## src/corePkg.sv

```systemverilog
package corePkg;

    // data word, also used for instruction words
    typedef logic [31:0] wordT;

    // program counter counts words, not bytes
    typedef logic [31:0] pcT;

    typedef logic [3:0] regIdxT;

    localparam int NumRegs = 16;

endpackage

```

## src/isaPkg.sv

```systemverilog
package isaPkg;

    // major opcode in the top nibble, unlisted codes behave as no-op
    typedef enum logic [3:0] {
        OpArith  = 4'd0,
        OpArithc = 4'd1,
        OpBranch = 4'd3,
        OpJump   = 4'd4,
        OpHalt   = 4'd5
    } opcodeT;

    // result = a op b
    typedef enum logic [3:0] {
        AluAdd = 4'd0,
        AluSub = 4'd1,
        AluAnd = 4'd2,
        AluOr  = 4'd3,
        AluXor = 4'd4,
        AluShl = 4'd5,
        AluShr = 4'd6,
        AluSlt = 4'd7
    } aluOpT;

    // codes 3 and 7 are never taken
    typedef enum logic [2:0] {
        BrEq = 3'd0,
        BrGt = 3'd1,
        BrGe = 3'd2,
        BrNe = 3'd4,
        BrLt = 3'd5,
        BrLe = 3'd6
    } branchOpT;

    localparam int OpcodeHi = 31;
    localparam int OpcodeLo = 28;
    localparam int AluOpHi = 27;
    localparam int AluOpLo = 24;
    localparam int AregHi = 23;
    localparam int AregLo = 20;
    localparam int BregHi = 19;
    localparam int BregLo = 16;
    localparam int DregHi = 3;
    localparam int DregLo = 0;
    // signed constant of ARITHC
    localparam int ConstHi = 19;
    localparam int ConstLo = 4;
    localparam int BranchOpHi = 27;
    localparam int BranchOpLo = 25;
    localparam int SignedBit = 24;
    localparam int OffsetHi = 15;
    localparam int OffsetLo = 0;
    localparam int RelativeBit = 27;
    localparam int Const27Hi = 26;
    localparam int Const27Lo = 0;

endpackage

```

## src/instrStreamIf.sv

```systemverilog
`timescale 1ns/1ps

// valid/ready handshake carrying one instruction and its pc
interface instrStreamIf;

    logic valid;
    logic ready;
    corePkg::wordT instr;
    corePkg::pcT pc;

    modport source
    (
        output valid, instr, pc,
        input ready
    );

    modport sink
    (
        input valid, instr, pc,
        output ready
    );

endinterface

```

## src/fetchUnit.sv

```systemverilog
`timescale 1ns/1ps

module fetchUnit
#(
    parameter corePkg::pcT ResetPc = '0
)
(
    input  logic clk,
    input  logic reset,
    instrStreamIf.source out,
    input  logic redirect,
    input  corePkg::pcT target,
    output logic wbCyc,
    output logic wbStb,
    output corePkg::pcT wbAdr,
    input  corePkg::wordT wbDatIn,
    input  logic wbAck
);

    typedef enum logic [1:0] {Idle, Bus, Discard, Hold} stateT;

    stateT state;
    corePkg::pcT pc;
    // target seen while a stale read is still on the bus
    corePkg::pcT redirPc;
    corePkg::wordT instrReg;

    always_ff @(posedge clk)
    begin
        if (reset)
        begin
            state <= Idle;
            pc <= ResetPc;
        end
        else
        begin
            case (state)
                Idle:
                begin
                    state <= Bus;
                end
                Bus:
                begin
                    if (redirect && wbAck)
                    begin
                        pc <= target;
                        state <= Idle;
                    end
                    else if (redirect)
                        state <= Discard;
                    else if (wbAck)
                        state <= Hold;
                end
                Discard:
                begin
                    // finish the stale read, then restart at the new pc
                    if (wbAck)
                    begin
                        pc <= redirPc;
                        state <= Idle;
                    end
                end
                Hold:
                begin
                    if (redirect)
                    begin
                        pc <= target;
                        state <= Bus;
                    end
                    else if (out.ready)
                    begin
                        pc <= pc + 1'b1;
                        state <= Bus;
                    end
                end
                default:
                    state <= Idle;
            endcase
        end
    end

    // payload registers, no reset needed
    always_ff @(posedge clk)
    begin
        if (redirect)
            redirPc <= target;
        if (state == Bus && wbAck)
            instrReg <= wbDatIn;
    end

    assign wbCyc = (state == Bus) || (state == Discard);
    assign wbStb = wbCyc;
    // pc only moves once the read on the bus has ended
    assign wbAdr = pc;

    assign out.valid = (state == Hold);
    assign out.instr = instrReg;
    assign out.pc = pc;

endmodule

```

## src/instrQueue.sv

```systemverilog
`timescale 1ns/1ps

module instrQueue
#(
    parameter int QueueDepth = 4
)
(
    input  logic clk,
    input  logic reset,
    instrStreamIf.sink in,
    instrStreamIf.source out,
    input  logic redirect
);

    localparam int PtrW = $clog2(QueueDepth);
    localparam logic [PtrW:0] FullCount = (PtrW + 1)'(QueueDepth);

    corePkg::wordT instrMem [QueueDepth];
    corePkg::pcT pcMem [QueueDepth];
    logic [PtrW-1:0] rdPtr;
    logic [PtrW-1:0] wrPtr;
    logic [PtrW:0] count;
    logic push;
    logic pop;

    assign in.ready = (count != FullCount);
    assign out.valid = (count != '0);
    assign out.instr = instrMem[rdPtr];
    assign out.pc = pcMem[rdPtr];

    assign push = in.valid && in.ready;
    assign pop = out.valid && out.ready;

    always_ff @(posedge clk)
    begin
        // a taken branch or jump drops everything, including this cycle's push
        if (reset || redirect)
        begin
            rdPtr <= '0;
            wrPtr <= '0;
            count <= '0;
        end
        else
        begin
            if (push)
                wrPtr <= wrPtr + 1'b1;
            if (pop)
                rdPtr <= rdPtr + 1'b1;
            count <= count + (PtrW + 1)'(push) - (PtrW + 1)'(pop);
        end
    end

    always_ff @(posedge clk)
    begin
        if (push)
        begin
            instrMem[wrPtr] <= in.instr;
            pcMem[wrPtr] <= in.pc;
        end
    end

endmodule

```

## src/regBank.sv

```systemverilog
`timescale 1ns/1ps

module regBank
(
    input  logic clk,
    input  logic reset,
    input  corePkg::regIdxT addrA,
    input  corePkg::regIdxT addrB,
    output corePkg::wordT dataA,
    output corePkg::wordT dataB,
    input  logic we,
    input  corePkg::regIdxT addrD,
    input  corePkg::wordT dataD
);

    corePkg::wordT regs [corePkg::NumRegs];

    // r0 is hardwired to zero
    assign dataA = (addrA == '0) ? '0 : regs[addrA];
    assign dataB = (addrB == '0) ? '0 : regs[addrB];

    always_ff @(posedge clk)
    begin
        if (reset)
        begin
            for (int i = 0; i < corePkg::NumRegs; i++)
            begin
                regs[i] <= '0;
            end
        end
        else if (we && addrD != '0)
            regs[addrD] <= dataD;
    end

endmodule

```

## src/executeUnit.sv

```systemverilog
`timescale 1ns/1ps

module executeUnit
(
    input  logic clk,
    input  logic reset,
    instrStreamIf.sink in,
    output logic redirect,
    output corePkg::pcT target,
    output logic regWe,
    output corePkg::regIdxT regAddr,
    output corePkg::wordT regData,
    output logic halted
);

    typedef enum logic {Running, Halted} stateT;

    stateT state;
    logic accept;
    isaPkg::opcodeT opcode;
    isaPkg::aluOpT aluOp;
    isaPkg::branchOpT branchOp;
    corePkg::regIdxT areg;
    corePkg::regIdxT breg;
    corePkg::regIdxT dreg;
    corePkg::wordT constAlu;
    corePkg::wordT offset;
    corePkg::wordT const27;
    corePkg::wordT const27Ext;
    corePkg::wordT dataA;
    corePkg::wordT dataB;
    corePkg::wordT opA;
    corePkg::wordT opB;
    corePkg::wordT regB;
    corePkg::wordT aluResult;
    logic isSigned;
    logic branchTaken;
    logic writes;

    assign in.ready = (state == Running);
    assign accept = in.valid && in.ready;

    // field decode
    assign opcode = isaPkg::opcodeT'(in.instr[isaPkg::OpcodeHi:isaPkg::OpcodeLo]);
    assign aluOp = isaPkg::aluOpT'(in.instr[isaPkg::AluOpHi:isaPkg::AluOpLo]);
    assign branchOp = isaPkg::branchOpT'(in.instr[isaPkg::BranchOpHi:isaPkg::BranchOpLo]);
    assign areg = in.instr[isaPkg::AregHi:isaPkg::AregLo];
    assign breg = in.instr[isaPkg::BregHi:isaPkg::BregLo];
    assign dreg = in.instr[isaPkg::DregHi:isaPkg::DregLo];
    assign isSigned = in.instr[isaPkg::SignedBit];
    assign constAlu = corePkg::wordT'($signed(in.instr[isaPkg::ConstHi:isaPkg::ConstLo]));
    assign offset = corePkg::wordT'($signed(in.instr[isaPkg::OffsetHi:isaPkg::OffsetLo]));
    assign const27 = corePkg::wordT'(in.instr[isaPkg::Const27Hi:isaPkg::Const27Lo]);
    assign const27Ext = corePkg::wordT'($signed(in.instr[isaPkg::Const27Hi:isaPkg::Const27Lo]));

    regBank regBank_inst
    (
        .clk(clk),
        .reset(reset),
        .addrA(areg),
        .addrB(breg),
        .dataA(dataA),
        .dataB(dataB),
        .we(regWe),
        .addrD(regAddr),
        .dataD(regData)
    );

    // WB -> EX forwarding, the bank only sees the value one edge later
    assign opA = (regWe && regAddr == areg && areg != '0) ? regData : dataA;
    assign regB = (regWe && regAddr == breg && breg != '0) ? regData : dataB;
    assign opB = (opcode == isaPkg::OpArithc) ? constAlu : regB;

    always_comb
    begin
        case (aluOp)
            isaPkg::AluAdd: aluResult = opA + opB;
            isaPkg::AluSub: aluResult = opA - opB;
            isaPkg::AluAnd: aluResult = opA & opB;
            isaPkg::AluOr:  aluResult = opA | opB;
            isaPkg::AluXor: aluResult = opA ^ opB;
            isaPkg::AluShl: aluResult = opA << opB[4:0];
            isaPkg::AluShr: aluResult = opA >> opB[4:0];
            isaPkg::AluSlt: aluResult = corePkg::wordT'($signed(opA) < $signed(opB));
            default:        aluResult = '0;
        endcase
    end

    // branch compares use the register value of b, never the constant
    always_comb
    begin
        case (branchOp)
            isaPkg::BrEq: branchTaken = (opA == regB);
            isaPkg::BrNe: branchTaken = (opA != regB);
            isaPkg::BrGt: branchTaken = isSigned ? ($signed(opA) > $signed(regB)) : (opA > regB);
            isaPkg::BrGe: branchTaken = isSigned ? ($signed(opA) >= $signed(regB)) : (opA >= regB);
            isaPkg::BrLt: branchTaken = isSigned ? ($signed(opA) < $signed(regB)) : (opA < regB);
            isaPkg::BrLe: branchTaken = isSigned ? ($signed(opA) <= $signed(regB)) : (opA <= regB);
            default:      branchTaken = 1'b0;
        endcase
    end

    assign redirect = accept && ((opcode == isaPkg::OpJump)
                      || (opcode == isaPkg::OpBranch && branchTaken));

    always_comb
    begin
        if (opcode == isaPkg::OpJump)
            target = in.instr[isaPkg::RelativeBit] ? in.pc + const27Ext : const27;
        else
            target = in.pc + offset;
    end

    assign writes = (opcode == isaPkg::OpArith) || (opcode == isaPkg::OpArithc);

    // write-back register, also the trace port
    always_ff @(posedge clk)
    begin
        if (reset)
            regWe <= 1'b0;
        else
            regWe <= accept && writes && dreg != '0;
        regAddr <= dreg;
        regData <= aluResult;
    end

    always_ff @(posedge clk)
    begin
        if (reset)
            state <= Running;
        else if (accept && opcode == isaPkg::OpHalt)
            state <= Halted;
    end

    assign halted = (state == Halted);

endmodule

```

## src/b32pLite.sv

```systemverilog
`timescale 1ns/1ps

module b32pLite
#(
    parameter corePkg::pcT ResetPc = '0,
    parameter int QueueDepth = 4
)
(
    input  logic clk,
    input  logic reset,
    output logic wbCyc,
    output logic wbStb,
    output corePkg::pcT wbAdr,
    input  corePkg::wordT wbDatIn,
    input  logic wbAck,
    output logic regWe,
    output corePkg::regIdxT regAddr,
    output corePkg::wordT regData,
    output logic halted
);

    logic redirect;
    corePkg::pcT target;

    instrStreamIf fetchToQueue();
    instrStreamIf queueToExec();

    fetchUnit #(.ResetPc(ResetPc)) fetchUnit_inst
    (
        .clk(clk),
        .reset(reset),
        .out(fetchToQueue.source),
        .redirect(redirect),
        .target(target),
        .wbCyc(wbCyc),
        .wbStb(wbStb),
        .wbAdr(wbAdr),
        .wbDatIn(wbDatIn),
        .wbAck(wbAck)
    );

    instrQueue #(.QueueDepth(QueueDepth)) instrQueue_inst
    (
        .clk(clk),
        .reset(reset),
        .in(fetchToQueue.sink),
        .out(queueToExec.source),
        .redirect(redirect)
    );

    executeUnit executeUnit_inst
    (
        .clk(clk),
        .reset(reset),
        .in(queueToExec.sink),
        .redirect(redirect),
        .target(target),
        .regWe(regWe),
        .regAddr(regAddr),
        .regData(regData),
        .halted(halted)
    );

endmodule

```

## config.mk

```make
export PLATFORM = sky130hd
export DESIGN_NAME = b32pLite
export DESIGN_NICKNAME = d
export VERILOG_FILES = /design/src/corePkg.sv /design/src/isaPkg.sv /design/src/instrStreamIf.sv /design/src/fetchUnit.sv /design/src/instrQueue.sv /design/src/regBank.sv /design/src/executeUnit.sv /design/src/b32pLite.sv
export SDC_FILE = /design/constraint.sdc
export NUM_CORES = 2
export LEC_CHECK = 0
export BUFFER_PORTS_ARGS = -buffer_cell sky130_fd_sc_hd__buf_4
export CAP_MARGIN = 30
export CORE_MARGIN = 8
export CORE_UTILIZATION = 64
export DETAILED_ROUTE_END_ITERATION = 10
export GPL_ROUTABILITY_DRIVEN = 1
export PLACE_DENSITY = 0.81
export SLEW_MARGIN = 20
export SYNTH_ARGS = -nofsm -noshare
export SYNTH_HDL_FRONTEND = slang
export SYNTH_HIERARCHICAL = 1
export SYNTH_SLANG_ARGS = --single-unit
export TNS_END_PERCENT = 20
```

## constraint.sdc

```tcl
create_clock -name clk -period 10.1 [get_ports clk]
set_clock_uncertainty 0.05 [all_clocks]
set_input_delay 1.515 -clock clk [delete_from_list [all_inputs] [get_ports clk]]
set_output_delay 1.515 -clock clk [all_outputs]
set_load 0.05 [all_outputs]
```

== Word-level counts from Yosys, hierarchy flattened ==
Memories as Yosys holds them, arrays and structs flattened. A register that Yosys moved wholly into a read port is not among the register bits.
Cells that the tools add are included.

* Register bits after elaboration: 143
* Memories kept: 3
* Memory bits (writable): 768

{| class="wikitable"
|+ Memory list
! memory !! depth !! width !! read ports !! clocked after memory_dff !! write ports !! line !! RTL
|-
| executeUnit_inst.regBank_inst.regs || 16 || 32 || 2 || 0 || 16 || regBank.sv:16 || <nowiki>corePkg::wordT regs [corePkg::NumRegs];</nowiki>
|-
| instrQueue_inst.instrMem || 4 || 32 || 1 || 1 || 1 || instrQueue.sv:18 || <nowiki>corePkg::wordT instrMem [QueueDepth];</nowiki>
|-
| instrQueue_inst.pcMem || 4 || 32 || 1 || 1 || 1 || instrQueue.sv:19 || <nowiki>corePkg::pcT pcMem [QueueDepth];</nowiki>
|}

* Reductions and logical operators: 33
* Shift-type cells: 2
* Eq/ne operators: 28
* Magnitude comparators: 9
* Bitwise gates (word level): 4
* Muxes and demuxes: 39
* Add/sub/neg operators: 9

{| class="wikitable"
|+ Operators by type and width
! cell !! count
|-
| 32-bit two-way mux || 12
|-
| 32-bit case mux with 8 select lines || 1
|-
| 32-bit adder || 3
|-
| 32-bit < comparator || 3
|-
| 32-bit case mux with 3 select lines || 1
|-
| 32-bit greater-or-equal comparator || 2
|-
| 32-bit > comparator || 2
|-
| 32-bit less-or-equal comparator || 2
|-
| 32-bit by 1-bit adder with 32-bit output, second input constant || 1
|-
| 32-bit bitwise AND || 1
|-
| 32-bit == test || 1
|-
| 32-bit inequality test || 1
|-
| 32-bit bitwise OR || 1
|-
| 32-bit OR reduction || 1
|-
| 32-bit by 5-bit left shift with 32-bit output || 1
|-
| 32-bit by 5-bit >> shifter with 32-bit output || 1
|-
| 32-bit subtractor || 1
|-
| 32-bit bitwise XOR || 1
|-
| 4-bit by 3-bit == test with 1-bit output, second input constant || 6
|-
| 2-bit two-way mux || 10
|-
| 4-bit logical NOT || 4
|-
| 4-bit nonzero test || 4
|-
| 1-bit logical AND || 14
|-
| 4-bit by 2-bit == test with 1-bit output, second input constant || 3
|-
| 25 further kinds || 47
|}

== Logic depth before layout (Yosys ltp) ==
* Depth after elaboration: 13
* Mapped depth: 32
* Depth with buffers taken out: 23

== By module ==
The synthesis kept the hierarchy.

{| class="wikitable"
|+ By module, submodules not included
! module !! cells each !! area each (um2) !! times used
|-
| regBank || 1778 || 25572.0 || 1
|-
| executeUnit || 1893 || 13633.1 || 1
|-
| instrQueue || 382 || 9790.6 || 1
|-
| fetchUnit || 429 || 4789.6 || 1
|}

== Least setup slack after synthesis ==
No wires, ideal clock.

* Path kind: flip-flop to flip-flop
* From: reg (tool-made name)
* To: reg fetchUnit_inst.pc[25], in the netlist fetchUnit_inst/out.pc[25]
* Data required time: 9928 ps
* Period minus slack after synthesis: 8485 ps
* Stages on the path, launching flop included: 32
* Arrival: 8312 ps
* Setup slack: 1615 ps
* Path through: dfxtp_1 buf_6 buf_12 mux4_2 buf_6 buf_6 buf_2 buf_2 a221oi_1 nor3_1 a221o_1 mux2i_1 inv_1 ha_1 a21o_1 a21o_1 a211o_1 o211ai_1 nand4_1 a311oi_1 mux2_2 o21ai_0 nand3_1 o22ai_1 buf_2 nand2b_1 buf_2 o2111ai_2 buf_2 a221o_1 o211ai_1 o21ai_1

{| class="wikitable"
|+ RTL lines
! item !! line !! RTL
|-
| end signal, assigned || fetchUnit.sv:33 || <nowiki>pc <= ResetPc;</nowiki>
|-
| end signal, assigned || fetchUnit.sv:46 || <nowiki>pc <= target;</nowiki>
|-
| end signal, assigned || fetchUnit.sv:59 || <nowiki>pc <= redirPc;</nowiki>
|-
| end, declared || fetchUnit.sv:23 || <nowiki>corePkg::pcT pc;</nowiki>
|}

==> flow_summary_export.csv <==
group,metric,value,unit
run_status,status,"completed",
cts,htreeDepth,3,
sta,tightestPinTransition,1010,ps
cells_and_area,multi_input_area,0.0260,sq mm
routing,viasPerCell,7.33,
cts,clock-sinks,882,
routing,wl_per_cell,32.7,microns
die,dieArea,0.0936,sq mm
cells_and_area,nets,4673,
place,hpwl,120000,microns
routing,drt-total-wl,183000,microns
routing,dr.pass1.iters,6,
cts,clock_latency,700,ps
routing,detailroute.via_count,41000,
sta,rsz0062_at_grt,"false",
yosys,synth.top_cell.area_share,0.447,
cts,post_cts_buffers,0,
place,place_ws,1380,ps
flow_run,cap_violations,0,
sta,fin_ws,1410,ps
yosys,yosys.area.top_type,"edfxtp_1",
worst_hold_path,hold_class,"reg -> reg",
yosys,synth_seq_cells,882,
yosys,synth-edff-count,801,
cells_and_area,area_delta_synth_final,8.02,%
yosys,synth_cell_types,118,
yosys,synth_cells,4482,
routing,drt.antenna.violating_nets,0,
sta,maxSlewHeadroom,0.330,
yosys,yosys-top-cells-area,"edfxtp_1 45%, mux4_2 9.2%, and2_1 5.7%",
critical_path,crit_arrival,9200,ps
sta,hold_violations,0,
critical_path,critPathKind,"reg -> reg",
sta,setup_viol,0,
cts,cts_buffers,90,
worst_hold_path,whs_path_depth,0,
routing,first_iter_violations,6097,
cells_and_area,final_cell_mix,"801 x edfxtp_1, 490 x and2_1, 271 x mux2i_1, 222 x nand2_1, 217 x buf_4",
yosys,ys_seq_area_frac,0.477,
yosys,netlist_area,0.0538,sq mm
critical_path,end_kind,"flip-flop",
critical_path,cp.required,10620,ps
sta,slew_violations,0,
cells_and_area,layout_commonest_cell,"edfxtp_1",
place,place_area,0.0553,sq mm
grt,grt_start_max_net_pins,97,
sta,max_freq,0.115,GHz
sta,min_period,8690,ps
die,row_count,106,
place,place_congestion,1.05,
yosys,avgSynthCellArea,12.0,sq um
die,die_w,306,microns
yosys,synth_ff_type,"edfxtp_1",
yosys,async_reset_ff_frac,0,
cells_and_area,final_area,0.0581,sq mm
critical_path,cp_max_fo,41,
place,port_buffers,106,
grt,grt_pass1_wl,266000,microns
grt,antenna_found_initial,4,
yosys,syn_nets,4707,
critical_path,r2r_cells,26,
sta,period_share,0.860,
cts,cts_resized,0,
cts,cts_buffer_depth,3,
yosys,yosys_warnings,6,
die,die_h,306,microns
critical_path,start_kind,"flip-flop",
cts,cts_hold_buf,0,
die,initial_core_util,0.645,
cells_and_area,drive_gt1_frac,0.171,
die,core_area,0.0834,sq mm
grt,grt_util_all_layers,0.380,
routing,drcViolationCount,0,
cts,cts_root_buf,"clkbuf_16",
cells_and_area,diodes,0,
grt,grt_pass1_vias,40400,
cells_and_area,regArea,0.0257,sq mm
cts,cts_tree,"yes",
die,num_io_pins,107,
sta,setup_tns,0,ps
cts,path_clk_slew,60,ps
grt,overflow,0,
cells_and_area,fillerInstances,5570,
[state kept, by name, indices dropped and copies added, names as in the netlist, 4 cells and up, named ones only]
| register | flops |
|---|---|
| instrQueue_inst/pcMem | 128 |
| fetchUnit_inst/out.instr | 32 |
| fetchUnit_inst/redirPc | 32 |
| executeUnit_inst/regData | 32 |
| instrQueue_inst/instrMem | 128 |
| executeUnit_inst/regAddr | 4 |
| fetchUnit_inst/out.pc | 32 |
| executeUnit_inst/regBank_inst/regs | 481 |
[metrics by stage]
stage	std cells	hold WS (ps)	utilization
3_3_place_gp	5424	422	0.661
5_1_grt	5599	462	0.696
2_1_floorplan	4482	409	-
6_report	5599	456	0.696
3_5_place_dp	5430	439	0.663
4_1_cts	5593	455	0.696
[cell type report]
| class | count | area share |
|---|---|---|
| Timing Repair Buffer | 230 | 0.0320 |
| Sequential cell | 882 | 0.442 |
| Tap cell | 1080 | 0.0233 |
| Clock inverter | 49 | 0.00691 |
| Multi-Input combinational cell | 3121 | 0.447 |
| Inverter | 123 | 0.00803 |
| Clock buffer | 114 | 0.0403 |
[metal layers]
metal / GRT usage / vias up / routed length, microns
li1: - / 17100 / -
met1: 0.477 / 19800 / 63200
met2: 0.590 / 3296 / 82100
met3: 0.0850 / 829 / 22200
met4: 0.258 / 4 / 15300
met5: 0 / - / 24
[worst paths after layout]
path / startpoint / to / slack, ps
hold reg to reg: fetchUnit_inst/out.instr[0] / instrQueue_inst/instrMem[0][0] / 460
setup reg to reg: flip-flop / fetchUnit_inst/out.pc[25] / 1410
setup / recovery: flip-flop / fetchUnit_inst/out.pc[25] / 1410
hold / removal: fetchUnit_inst/out.instr[0] / instrQueue_inst/instrMem[0][0] / 460
[cell usage after synthesis, types with 88 or more instances]
master,number
clkbuf_1,202
mux2i_1,271
mux4_2,219
and2_1,491
mux2_2,105
nand2_1,222
ha_1,186
inv_1,118
o21ai_0,135
nor2_1,228
nor3_1,88
edfxtp_1,801
a21oi_1,175
[cells by family (layout without fill, tap and decap cells)]
kind of cell             count (synthesis)  in the layout  share of synthesized area
multiplexers                           600            600                      0.166
buffers and inverters                  479            516                     0.0426
AND/OR/NAND/NOR                       1327           1327                      0.134
flip-flops                             882            882                      0.477
XOR/XNOR                                82             82                     0.0134
adder cells (fa/ha/maj)                190            190                     0.0448
other                                    1              1                  0.0000697
AO/OA/AOI/OAI                          921            921                      0.121
[critical path: stages, from the launching register on]
cell and delay [ps]:
dfxtp_4 580, mux4_4 910, buf_4 500, mux2_2 380, a221oi_1 250, nor3_1 90
a221o_1 390, mux2i_1 550, inv_1 180, ha_1 330, a21o_1 160, a211o_1 280
o211ai_1 90, nand4_1 110, a311oi_1 750, mux2_2 420, o21ai_0 190, nand3_1 150
o22ai_4 310, buf_4 350, a21bo_2 200, o2111ai_2 260, buf_6 260, buf_4 190
a221o_1 270, o211ai_1 110, o21ai_1 90
Power is not shown: default switching activity piles up to over one toggle a cycle in this logic, so the estimate is an artifact.
